<file path="src/rtl/download_pkg.sv">
// Host download protocol definitions, imported by every RTL module and the testbench
package download_pkg;

	//////////////////////////////////////////////////
	// Host port widths
	//////////////////////////////////////////////////

	localparam int HOST_DATA_W = 16;
	localparam int HOST_ADDR_W = 25;
	localparam int INDEX_W     = 8;
	localparam int BYTE_W      = 8;
	localparam int CD_LEN_W    = 15;

	// Index classification looks at the low six bits only
	localparam int INDEX_SEL_W = 6;

	localparam logic [INDEX_SEL_W-1:0] INDEX_CART_MAX = 6'd1;
	localparam logic [INDEX_SEL_W-1:0] INDEX_CD_DATA  = 6'd2;
	localparam logic [INDEX_SEL_W-1:0] INDEX_CD_AUDIO = 6'd3;

	// Download kinds; a cheat file is index 0xFF
	typedef enum logic [1:0] {
		KIND_CART     = 2'd0,
		KIND_CD_DATA  = 2'd1,
		KIND_CD_AUDIO = 2'd2,
		KIND_CHEAT    = 2'd3
	} kind_t;

	//////////////////////////////////////////////////
	// CD stream word, header or two data bytes
	//////////////////////////////////////////////////

	typedef struct packed {
		logic                mode;
		logic [CD_LEN_W-1:0] length;
	} cd_header_t;

	typedef struct packed {
		logic [BYTE_W-1:0] byte_hi;
		logic [BYTE_W-1:0] byte_lo;
	} cd_data_t;

	typedef union packed {
		cd_header_t header;
		cd_data_t   data;
	} stream_word_u;

endpackage

</file>
<file path="src/rtl/cheat_pkg.sv">
// Cheat code layout and cheat file word map, imported by the assembler, top level and testbench
package cheat_pkg;

	localparam int CHEAT_FIELD_W = 32;
	localparam int CHEAT_CODE_W  = 4 * CHEAT_FIELD_W;
	localparam int CHEAT_HALF_W  = CHEAT_FIELD_W / 2;
	localparam int CHEAT_OFS_W   = 4;

	// Field positions, flags on top and replace at the bottom
	localparam int REPLACE_LSB = 0;
	localparam int COMPARE_LSB = CHEAT_FIELD_W;
	localparam int ADDRESS_LSB = 2 * CHEAT_FIELD_W;
	localparam int FLAGS_LSB   = 3 * CHEAT_FIELD_W;

	// Byte offsets of each half word within one code
	localparam logic [CHEAT_OFS_W-1:0] OFS_FLAGS_LO   = 4'd0;
	localparam logic [CHEAT_OFS_W-1:0] OFS_FLAGS_HI   = 4'd2;
	localparam logic [CHEAT_OFS_W-1:0] OFS_ADDRESS_LO = 4'd4;
	localparam logic [CHEAT_OFS_W-1:0] OFS_ADDRESS_HI = 4'd6;
	localparam logic [CHEAT_OFS_W-1:0] OFS_COMPARE_LO = 4'd8;
	localparam logic [CHEAT_OFS_W-1:0] OFS_COMPARE_HI = 4'd10;
	localparam logic [CHEAT_OFS_W-1:0] OFS_REPLACE_LO = 4'd12;
	localparam logic [CHEAT_OFS_W-1:0] OFS_REPLACE_HI = 4'd14;

	// Writing this word completes a code
	localparam logic [CHEAT_OFS_W-1:0] CHEAT_LAST_OFFSET = OFS_REPLACE_HI;

endpackage

</file>
<file path="src/rtl/download_stream_if.sv">
// Classified and registered host stream, driven by the decoder and read by the cheat and CD blocks
interface download_stream_if
	import download_pkg::*;
();

	kind_t                  kind;
	// Download running with a known index
	logic                   active;
	// First active cycle only
	logic                   start;
	logic                   wr;
	logic [HOST_ADDR_W-1:0] addr;
	logic [HOST_DATA_W-1:0] data;

	modport source (
		output kind, active, start, wr, addr, data
	);

	modport sink (
		input kind, active, start, wr, addr, data
	);

endinterface

</file>
<file path="src/rtl/cd_word_if.sv">
// Parsed CD stream words, passed from the header unpacker to the byte serializer
interface cd_word_if
	import download_pkg::*;
();

	// New CD download, count must restart
	logic                restart;
	logic [CD_LEN_W-1:0] length;
	logic                mode;
	logic                audio;
	logic                word_valid;
	stream_word_u        word;

	modport source (
		output restart, length, mode, audio, word_valid, word
	);

	modport sink (
		input restart, length, mode, audio, word_valid, word
	);

endinterface

</file>
<file path="src/rtl/download_decode.sv">
// Front stage of the router: classifies the file index and registers the host download port
module download_decode
	import download_pkg::*;
(
	input  logic                   clk_sys,
	input  logic                   reset,
	input  logic                   download,
	input  logic                   wr,
	input  logic [INDEX_W-1:0]     index,
	input  logic [HOST_ADDR_W-1:0] addr,
	input  logic [HOST_DATA_W-1:0] data,
	download_stream_if.source      stream
);

	kind_t kind_next;
	logic  known;
	logic  live;

	//////////////////////////////////////////////////
	// Index rule
	//////////////////////////////////////////////////

	always_comb begin
		known = 1'b1;
		kind_next = KIND_CART;
		if (&index) begin
			kind_next = KIND_CHEAT;
		end else if (index[INDEX_SEL_W-1:0] <= INDEX_CART_MAX) begin
			kind_next = KIND_CART;
		end else if (index[INDEX_SEL_W-1:0] == INDEX_CD_DATA) begin
			kind_next = KIND_CD_DATA;
		end else if (index[INDEX_SEL_W-1:0] == INDEX_CD_AUDIO) begin
			kind_next = KIND_CD_AUDIO;
		end else begin
			known = 1'b0;
		end
	end

	// Unknown indices never become active
	assign live = download & known;

	always_ff @(posedge clk_sys) begin
		if (reset) begin
			stream.active <= 1'b0;
			stream.start <= 1'b0;
			stream.wr <= 1'b0;
			stream.kind <= KIND_CART;
		end else begin
			stream.active <= live;
			// Rising edge of a classified download
			stream.start <= live & ~stream.active;
			stream.wr <= wr & live;
			stream.kind <= kind_next;
		end
	end

	always_ff @(posedge clk_sys) begin
		stream.addr <= addr;
		stream.data <= data;
	end

endmodule

</file>
<file path="src/rtl/cheat_code_assembler.sv">
// Builds 128-bit cheat codes from cheat file words and pulses code-ready and cheat-clear
module cheat_code_assembler
	import download_pkg::*;
	import cheat_pkg::*;
(
	input  logic                    clk_sys,
	input  logic                    reset,
	download_stream_if.sink         stream,
	output logic [CHEAT_CODE_W-1:0] cheat_code,
	output logic                    cheat_valid,
	output logic                    cheat_clear
);

	logic                   cheat_wr;
	logic                   clear_wr;
	logic [CHEAT_OFS_W-1:0] ofs;

	assign cheat_wr = stream.wr & stream.active & (stream.kind == KIND_CHEAT);
	assign ofs = stream.addr[CHEAT_OFS_W-1:0];

	// Cart and cheat files both wipe the code table when they begin
	assign clear_wr = stream.wr & stream.active
		& ((stream.kind == KIND_CART) | (stream.kind == KIND_CHEAT))
		& (stream.addr == '0);

	//////////////////////////////////////////////////
	// Word placement
	//////////////////////////////////////////////////

	always_ff @(posedge clk_sys) begin
		if (cheat_wr) begin
			case (ofs)
				OFS_FLAGS_LO:   cheat_code[FLAGS_LSB +: CHEAT_HALF_W] <= stream.data;
				OFS_FLAGS_HI:   cheat_code[FLAGS_LSB + CHEAT_HALF_W +: CHEAT_HALF_W] <= stream.data;
				OFS_ADDRESS_LO: cheat_code[ADDRESS_LSB +: CHEAT_HALF_W] <= stream.data;
				OFS_ADDRESS_HI: cheat_code[ADDRESS_LSB + CHEAT_HALF_W +: CHEAT_HALF_W] <= stream.data;
				OFS_COMPARE_LO: cheat_code[COMPARE_LSB +: CHEAT_HALF_W] <= stream.data;
				OFS_COMPARE_HI: cheat_code[COMPARE_LSB + CHEAT_HALF_W +: CHEAT_HALF_W] <= stream.data;
				OFS_REPLACE_LO: cheat_code[REPLACE_LSB +: CHEAT_HALF_W] <= stream.data;
				OFS_REPLACE_HI: cheat_code[REPLACE_LSB + CHEAT_HALF_W +: CHEAT_HALF_W] <= stream.data;
				default: ;
			endcase
		end
	end

	always_ff @(posedge clk_sys) begin
		if (reset) begin
			cheat_valid <= 1'b0;
			cheat_clear <= 1'b0;
		end else begin
			// Last half word lands together with this pulse
			cheat_valid <= cheat_wr & (ofs == CHEAT_LAST_OFFSET);
			cheat_clear <= clear_wr;
		end
	end

endmodule

</file>
<file path="src/rtl/cd_header_unpack.sv">
// Splits a CD download into its header (mode, length) and the data words that follow it
module cd_header_unpack
	import download_pkg::*;
(
	input  logic            clk_sys,
	input  logic            reset,
	download_stream_if.sink stream,
	cd_word_if.source       words
);

	stream_word_u host_word;
	logic         cd_active;
	logic         cd_wr;
	logic         header_seen;
	logic         header_due;

	assign host_word = stream.data;
	assign cd_active = stream.active
		& ((stream.kind == KIND_CD_DATA) | (stream.kind == KIND_CD_AUDIO));
	assign cd_wr = stream.wr & cd_active;

	// A write in the start cycle is always the header
	assign header_due = stream.start | ~header_seen;

	always_ff @(posedge clk_sys) begin
		if (reset) begin
			header_seen <= 1'b0;
			words.restart <= 1'b0;
			words.word_valid <= 1'b0;
			words.length <= '0;
			words.mode <= 1'b0;
			words.audio <= 1'b0;
		end else begin
			words.restart <= stream.start & cd_active;
			words.word_valid <= cd_wr & ~header_due;

			if (stream.start) begin
				header_seen <= 1'b0;
				words.length <= '0;
				words.audio <= (stream.kind == KIND_CD_AUDIO);
			end

			// Header view of the first word
			if (cd_wr && header_due) begin
				header_seen <= 1'b1;
				words.mode <= host_word.header.mode;
				words.length <= host_word.header.length;
			end
		end
	end

	always_ff @(posedge clk_sys) begin
		if (cd_wr && !header_due) begin
			words.word <= host_word;
		end
	end

endmodule

</file>
<file path="src/rtl/cd_byte_serializer.sv">
// Turns CD data words into low/high byte strobes on the data or audio write line, up to the length
module cd_byte_serializer
	import download_pkg::*;
(
	input  logic              clk_sys,
	input  logic              reset,
	cd_word_if.sink           words,
	output logic [BYTE_W-1:0] cd_byte,
	output logic              cd_data_wr,
	output logic              cd_audio_wr,
	output logic              cd_mode
);

	// Idle cycle between the two bytes of a word
	localparam logic [1:0] PH_IDLE = 2'd0;
	localparam logic [1:0] PH_GAP  = 2'd1;
	localparam logic [1:0] PH_HIGH = 2'd2;

	logic [1:0]          phase;
	logic [CD_LEN_W-1:0] count;
	logic                room;

	// Bytes left before the header length is used up
	assign room = count < words.length;
	assign cd_mode = words.mode;

	//////////////////////////////////////////////////
	// Byte sequencing
	//////////////////////////////////////////////////

	always_ff @(posedge clk_sys) begin
		if (reset) begin
			phase <= PH_IDLE;
			count <= '0;
			cd_data_wr <= 1'b0;
			cd_audio_wr <= 1'b0;
		end else begin
			cd_data_wr <= 1'b0;
			cd_audio_wr <= 1'b0;

			if (words.restart) begin
				phase <= PH_IDLE;
				count <= '0;
			end else if (words.word_valid) begin
				phase <= PH_GAP;
				if (room) begin
					cd_data_wr <= ~words.audio;
					cd_audio_wr <= words.audio;
					count <= count + CD_LEN_W'(1);
				end
			end else if (phase == PH_GAP) begin
				phase <= PH_HIGH;
			end else if (phase == PH_HIGH) begin
				phase <= PH_IDLE;
				// Odd lengths drop the last high byte here
				if (room) begin
					cd_data_wr <= ~words.audio;
					cd_audio_wr <= words.audio;
					count <= count + CD_LEN_W'(1);
				end
			end
		end
	end

	// Word stays stable in the unpacker until the next word_valid
	always_ff @(posedge clk_sys) begin
		if (words.word_valid) begin
			cd_byte <= words.word.data.byte_lo;
		end else if (phase == PH_HIGH) begin
			cd_byte <= words.word.data.byte_hi;
		end
	end

endmodule

</file>
<file path="src/rtl/download_router_top.sv">
// Download router top level; connect the host file-download port and take cheat and CD outputs
module download_router_top
	import download_pkg::*;
	import cheat_pkg::*;
(
	input  logic                    clk_sys,
	input  logic                    reset,

	// Host file-download port
	input  logic                    ioctl_download,
	input  logic                    ioctl_wr,
	input  logic [INDEX_W-1:0]      ioctl_index,
	input  logic [HOST_ADDR_W-1:0]  ioctl_addr,
	input  logic [HOST_DATA_W-1:0]  ioctl_dout,

	// Cheat engine side
	output logic [CHEAT_CODE_W-1:0] cheat_code,
	output logic                    cheat_valid,
	output logic                    cheat_clear,

	// CD byte stream
	output logic [BYTE_W-1:0]       cd_byte,
	output logic                    cd_data_wr,
	output logic                    cd_audio_wr,
	output logic                    cd_mode
);

	download_stream_if stream_if ();
	cd_word_if cd_if ();

	//////////////////////////////////////////////////
	// Classification
	//////////////////////////////////////////////////

	download_decode decode_i (
		.clk_sys  (clk_sys),
		.reset    (reset),
		.download (ioctl_download),
		.wr       (ioctl_wr),
		.index    (ioctl_index),
		.addr     (ioctl_addr),
		.data     (ioctl_dout),
		.stream   (stream_if.source)
	);

	//////////////////////////////////////////////////
	// Consumers
	//////////////////////////////////////////////////

	cheat_code_assembler cheat_i (
		.clk_sys     (clk_sys),
		.reset       (reset),
		.stream      (stream_if.sink),
		.cheat_code  (cheat_code),
		.cheat_valid (cheat_valid),
		.cheat_clear (cheat_clear)
	);

	cd_header_unpack unpack_i (
		.clk_sys (clk_sys),
		.reset   (reset),
		.stream  (stream_if.sink),
		.words   (cd_if.source)
	);

	cd_byte_serializer serializer_i (
		.clk_sys     (clk_sys),
		.reset       (reset),
		.words       (cd_if.sink),
		.cd_byte     (cd_byte),
		.cd_data_wr  (cd_data_wr),
		.cd_audio_wr (cd_audio_wr),
		.cd_mode     (cd_mode)
	);

endmodule

</file>
<file path="config.mk">
export PLATFORM = sky130hd
export DESIGN_NAME = download_router_top
export DESIGN_NICKNAME = d
export VERILOG_FILES = /design/src/rtl/download_pkg.sv /design/src/rtl/cheat_pkg.sv /design/src/rtl/download_stream_if.sv /design/src/rtl/cd_word_if.sv /design/src/rtl/download_decode.sv /design/src/rtl/cheat_code_assembler.sv /design/src/rtl/cd_header_unpack.sv /design/src/rtl/cd_byte_serializer.sv /design/src/rtl/download_router_top.sv
export SDC_FILE = /design/constraint.sdc
export NUM_CORES = 1
export LEC_CHECK = 0
export BUFFER_PORTS_ARGS = -buffer_cell sky130_fd_sc_hd__buf_2
export CORE_UTILIZATION = 30
export CTS_CLUSTER_SIZE = 10
export DETAILED_ROUTE_END_ITERATION = 16
export GPL_ROUTABILITY_DRIVEN = 0
export PLACE_DENSITY = 0.59
export SLEW_MARGIN = 20
export SYNTH_ARGS = -nofsm -noshare
export SYNTH_HDL_FRONTEND = slang
export SYNTH_HIERARCHICAL = 1
export SYNTH_SLANG_ARGS = --single-unit
</file>
<file path="constraint.sdc">
create_clock -name clk_sys -period 2.3 [get_ports clk_sys]
set_input_delay 0.46 -clock clk_sys [delete_from_list [all_inputs] [get_ports clk_sys]]
set_output_delay 0.46 -clock clk_sys [all_outputs]
set_load 0.005 [all_outputs]
</file>
# Yosys cells after proc, flatten, opt, wreduce, memory -nomap -nowiden
# Index checks and enable logic that the tools add are counted.
# totals
ff_bits,239
inputBits,53
wordCells,117
# classes
bitwise_logic,19
reduce_logical,22
n_addsub,1
order_cmp,2
mux,29
n_eq_ne,15
# ops
cell,n
2-to-1 mux 15 bit,6
zero test 25 bit,1
AND reduction 2 bit,9
"== test 4 bit, second input constant",4
2-to-1 mux 8 bit,2
"adder 15 x 1 -> 15 bit, second input constant",1
less-than comparator 15 bit,1
2-to-1 mux 1 bit,15
AND 1 bit,12
"== test 6 x 2 -> 1 bit, second input constant",2
2-to-1 mux 2 bit,6
"== test 4 x 3 -> 1 bit, second input constant",2
AND reduction 8 bit,1
"== test 2 bit, second input constant",3
"less-or-equal comparator 6 x 1 -> 1 bit, second input constant",1
nonzero test 2 bit,3
"== test 2 x 1 -> 1 bit, second input constant",2
"== test 4 x 2 -> 1 bit, second input constant",1
zero test 4 bit,1
inverter 1 bit,4
OR 1 bit,3
nonzero test 3 bit,1
OR reduction 3 bit,1
logical AND 1 bit,2
4 further kinds,4

# Depth between registers and ports, before layout
# depth
depth_word,7
mapped_depth,10
mapped_depth_nobuf,8

# Hierarchy
# The synthesis kept the hierarchy.
# by_module_without_submodules
module,seq_area_each_um2,cells_each,instances,area_each_um2
cheat_code_assembler,3883.7,157,1,4050.1
cd_byte_serializer,620.6,167,1,1616.6
cd_header_unpack,880.8,105,1,1300.0
download_decode,920.9,58,1,1022.2

# Worst setup path after synthesis
# No wires, ideal clock.
# synth_timing
kind,register -> register
start,register decode_i.stream.active
end,"register cheat_i.cheat_code[100], enable pin"
stages_incl_launch_ff,4
setup_time_ns,0.409
setup_slack_ns,0.038
path_buffers,0
arrival_ns,1.853
cell_sequence,dfxtp_1 > and4bb_2 > nand2_2 > nor3_1
# synth_between
elab_chain_cells,3
# synth_lines
element,line_no,rtl
"start, declared",download_stream_if.sv:16,"output kind, active, start, wr, addr, data"
"start signal, assigned",download_decode.sv:49,stream.active <= live;
AND 1 bit (2 in series),cheat_code_assembler.sv:18,assign cheat_wr = stream.wr & stream.active & (stream.kind == KIND_CHEAT);
AND reduction 2 bit (no source line),n/a,
"end signal, assigned by index",cheat_code_assembler.sv:33,OFS_FLAGS_LO: cheat_code[FLAGS_LSB +: CHEAT_HALF_W] <= stream.data;
"end signal, assigned by index",cheat_code_assembler.sv:34,OFS_FLAGS_HI: cheat_code[FLAGS_LSB + CHEAT_HALF_W +: CHEAT_HALF_W] <= stream.data;
"end signal, assigned by index",cheat_code_assembler.sv:35,OFS_ADDRESS_LO: cheat_code[ADDRESS_LSB +: CHEAT_HALF_W] <= stream.data;
"end, declared",cheat_code_assembler.sv:9,"output logic [CHEAT_CODE_W-1:0] cheat_code,"
# Every way passes these cells.
# A chain may end at the register's enable or synchronous reset.

# Worst setup path after layout
# layout_timing
start,register unpack_i.words.length[5]
end,register serializer_i.count[2]
# layout_between
elab_chain_cells,5
# layout_lines
element,line_no,rtl
"start, declared",cd_word_if.sv:15,"output restart, length, mode, audio, word_valid, word"
less-than comparator 15 bit (*),cd_byte_serializer.sv:24,assign room = count < words.length;
2-to-1 mux 15 bit (*),n/a,
2-to-1 mux 15 bit (2 in series),n/a,
2-to-1 mux 15 bit (*),n/a,
"end signal, assigned",cd_byte_serializer.sv:49,count <= count + CD_LEN_W'(1);
"end signal, assigned",cd_byte_serializer.sv:59,count <= count + CD_LEN_W'(1);
"end, declared",cd_byte_serializer.sv:20,logic [CD_LEN_W-1:0] count;
# Every way passes the cells marked *; elsewhere a longest branch is shown, timed or not. The select of a mux whose other input is x is not followed.

==> impl_metrics.tcl <==
set metrics [dict create \
    drc 0 \
    grt-ovfl-total 0 \
    slew_violations 0 \
    outcome "completed" \
    cts_tree "yes" \
    core_um2 26100 \
    vdd_drop_max_mv 0.516 \
    pwr-share-clk_pct 45.3 \
    crit_fanout 4 \
    power_per_cell_area_nw_per_um2 835 \
    grtUsageMet2_pct 22.6 \
    firstDrtPassIters 4 \
    fmax_ghz 0.456 \
    switching_share_pct 19.5 \
    clock_latency_ps 520 \
    cts_num_sinks 239 \
    hold_viol 0 \
    detail_route.wl_per_cell_um 17.4 \
    seq_area_frac_synth_pct 78.9 \
    final_layout_size_suffix_gt1_share_pct 38.4 \
    switching_power_uw 1690 \
    hold_buffers 0 \
    syn_nets 559 \
    num_vias 4898 \
    async_flop_share_pct 0 \
    worst-setup-path-type "flip-flop to flip-flop" \
    grt_pass1_vias 4793 \
    cp_common_cell "buf_4" \
    ant_nets 0 \
    p_leak_uw 0.00386 \
    avgSynthCellArea_um2 16.4 \
    cp.arrival_ps 2590 \
    ios 194 \
    dieArea_um2 27300 \
    p_int_uw 6960 \
    holdCritPathClass "input port to flip-flop" \
    stdcell_area_um2 10400 \
    worstSetupStartpointType "flip-flop" \
    cap_violations 0 \
    htreeDepth 1 \
    clk_pin_slew_ps 60 \
    grt_max_degree 29 \
    period_needed_ps 2190 \
    final_core_util_pct 39.7 \
    ys_ff_latch 239 \
    areaGrowthSynthToFinish_pct 29.6 \
    period_share_pct 95.3 \
    wl_mm 18.8 \
    antenna_found_initial 2 \
    cts_max_path_buffers 3 \
    hpwl_mm 12.5 \
    worstSetupEndpointType "flip-flop" \
    drt_iter0_markers 337 \
    synthDistinctLibCells 52 \
    grt-busiest-layer "met2" \
    syn_area_um2 7990 \
    pwr-share-seq_pct 53.8 \
    numCtsBuffers 28 \
    die_height_um 165 \
    io_buffers 193 \
    nets 796 \
    initial_utilization_pct 30.7 \
    yosysWarnings 6 \
    setup_viol 0 \
    slowest_delay_ps 330 \
    tightest_slew_ps 569 \
    cts_root_buf "clkbuf_16" \
    die_x_um 165 \
    clock_skew_ps 10.3 \
    avgViaCountPerCell 4.54 \
    synth_flop_cell "edfxtp_1" \
    synth_edf_count 152 \
    met1_usage_pct 16.7 \
    crit_required_ps 2700 \
    crit_path_top_delay_cell "dfxtp_1" \
    grt_use_total_pct 13.5 \
    grt_pass1_wl_mm 27.8 \
    rsz0062_at_grt "yes" \
    num_antenna_cells 0 \
    power_frac_comb_pct 0.9 \
    num_rows 59 \
    dpl_cell_area_um2 9470 \
    path_cells "inv_1 > ha_1 > and4_1 > o21ai_0 > o211a_4 > buf_4 > o211ai_1 > buf_4 > xor2_1 > nor2_1" \
    use_met3_pct 4.05 \
    synth_cells 487 \
    max_slew_margin_pct 62.0 \
]
==> per-stage QoR <==
step	cells	setup TNS (ps)	hold slack, ps	setup WS [ps]	total power, uW
after floorplan	487	0	424	38.1	4730
after global placement	1021	0	454	34.7	4810
after detailed placement	1021	-30.5	458	-30.5	4820
after CTS	1072	0	11.3	120	8730
after global routing	1080	-29.2	13.3	-21.1	8920
final	1080	0	35.6	108	8650
==> worst max-delay path: cells and delay by family (launching register included) <==
family                   cells  cell delay, ps
adder cells (fa/ha/maj)      1             280
AND/OR/NAND/NOR              2             230
flip-flops                   1             330
AO/OA/AOI/OAI                3             690
XOR/XNOR                     1             160
buffers and inverters        3             380
==> sequential cells by signal (all words and copies together) (netlist names), 2 cells and up <==
| name | count |
|---|---|
| cheat_i/cheat_code | 128 |
| serializer_i/phase | 2 |
| decode_i/stream.kind | 2 |
| decode_i/stream.data | 16 |
| unpack_i/words.length | 15 |
| serializer_i/count | 15 |
| unpack_i/words.word | 16 |
| serializer_i/cd_byte | 8 |
| decode_i/stream.addr | 25 |
==> synth_stat cells, types with 3 or more instances <==
cell | instances | area (um^2)
edfxtp_1 | 152 | 4560
dfxtp_1 | 87 | 1740
a21oi_1 | 27 | 135
nand3_1 | 23 | 115
inv_1 | 21 | 78.8
nor2_1 | 21 | 78.8
ha_1 | 19 | 238
o211ai_1 | 19 | 143
nand2_1 | 9 | 33.8
mux2_2 | 8 | 90.1
nor3_1 | 8 | 40.0
nor4_1 | 6 | 37.5
or4_1 | 6 | 45.0
buf_2 | 5 | 25.0
clkbuf_1 | 5 | 18.8
o31ai_1 | 5 | 37.5
xor2_1 | 5 | 43.8
nand4_1 | 4 | 25.0
o21ai_0 | 4 | 20.0
and3_1 | 3 | 18.8
buf_4 | 3 | 22.5
mux2i_1 | 3 | 30.0
nand2b_1 | 3 | 18.8
o2111ai_1 | 3 | 26.3
or3_1 | 3 | 18.8
==> layout by cell type (no fill, tap or decap), types with 3 or more instances in the layout <==
| cell | n |
|---|---|
| a21oi_1 | 27 |
| and3_1 | 3 |
| buf_2 | 193 |
| buf_4 | 27 |
| clkbuf_1 | 19 |
| clkbuf_16 | 29 |
| dfxtp_1 | 87 |
| edfxtp_1 | 152 |
| ha_1 | 19 |
| inv_1 | 21 |
| mux2_2 | 8 |
| mux2i_1 | 3 |
| nand2_1 | 9 |
| nand2b_1 | 3 |
| nand3_1 | 23 |
| nand4_1 | 4 |
| nor2_1 | 15 |
| nor2_2 | 6 |
| nor3_1 | 7 |
| nor4_1 | 6 |
| o211ai_1 | 19 |
| o21ai_0 | 3 |
| o31ai_1 | 5 |
| or3_1 | 3 |
| or4_1 | 6 |
| xor2_1 | 5 |
==> final cells by class <==
class                   instances  area, um^2
flip-flops and latches        239        6310
fillers                      2451       15700
clock inverters                 3        15.0
well taps                     335         419
multi-input cells             213        1560
clock buffers                  48         797
repair buffers                221        1180
inverters                      21        78.8
==> cells by family (layout without fill, tap and decap cells) <==
| kind of cell | Yosys count | after routing | synth area share [%] |
|---|---|---|---|
| flip-flops | 239 | 239 | 78.9 |
| AND/OR/NAND/NOR | 107 | 107 | 7.85 |
| AO/OA/AOI/OAI | 70 | 71 | 6.09 |
| buffers and inverters | 36 | 293 | 2.10 |
| adder cells (fa/ha/maj) | 19 | 19 | 2.98 |
| multiplexers | 11 | 11 | 1.50 |
| XOR/XNOR | 5 | 5 | 0.548 |
==> repair_timing <==
item                       in CTS  in global routing
buffers inserted                0                  7
pin swaps                       0                  1
gates cloned                    0                  1
gates resized for setup         1                  2
setup endpoints to repair       1                  7
==> final timing paths <==
path                             from                       end  slack [ps]  depth (start not counted)
max          unpack_i/words.length[5]     serializer_i/count[2]         110                         10
min                    ioctl_dout[11]  decode_i/stream.data[11]          40                          1
max reg2reg  unpack_i/words.length[5]     serializer_i/count[2]         110                         10
min reg2reg      unpack_i/words.audio   serializer_i/cd_data_wr         470                          1
==> power groups by stage <==
stage,Sequential (uW),Combinational [uW],Clock (uW)
global placement,4740,74.0,0
global route,4660,83.0,4180
floorplan,4710,22.2,0
finish,4650,74.7,3920
detailed placement,4740,74.9,0
CTS,4650,75.5,4000
==> per-layer routing <==
metal	share of wire [%]	vias up
met5	0.069	-
met4	2.4	2
met3	7.8	37
met2	47	178
met1	42	2357
li1	-	2324
No activity file was read; power rests on OpenSTA's default activity.
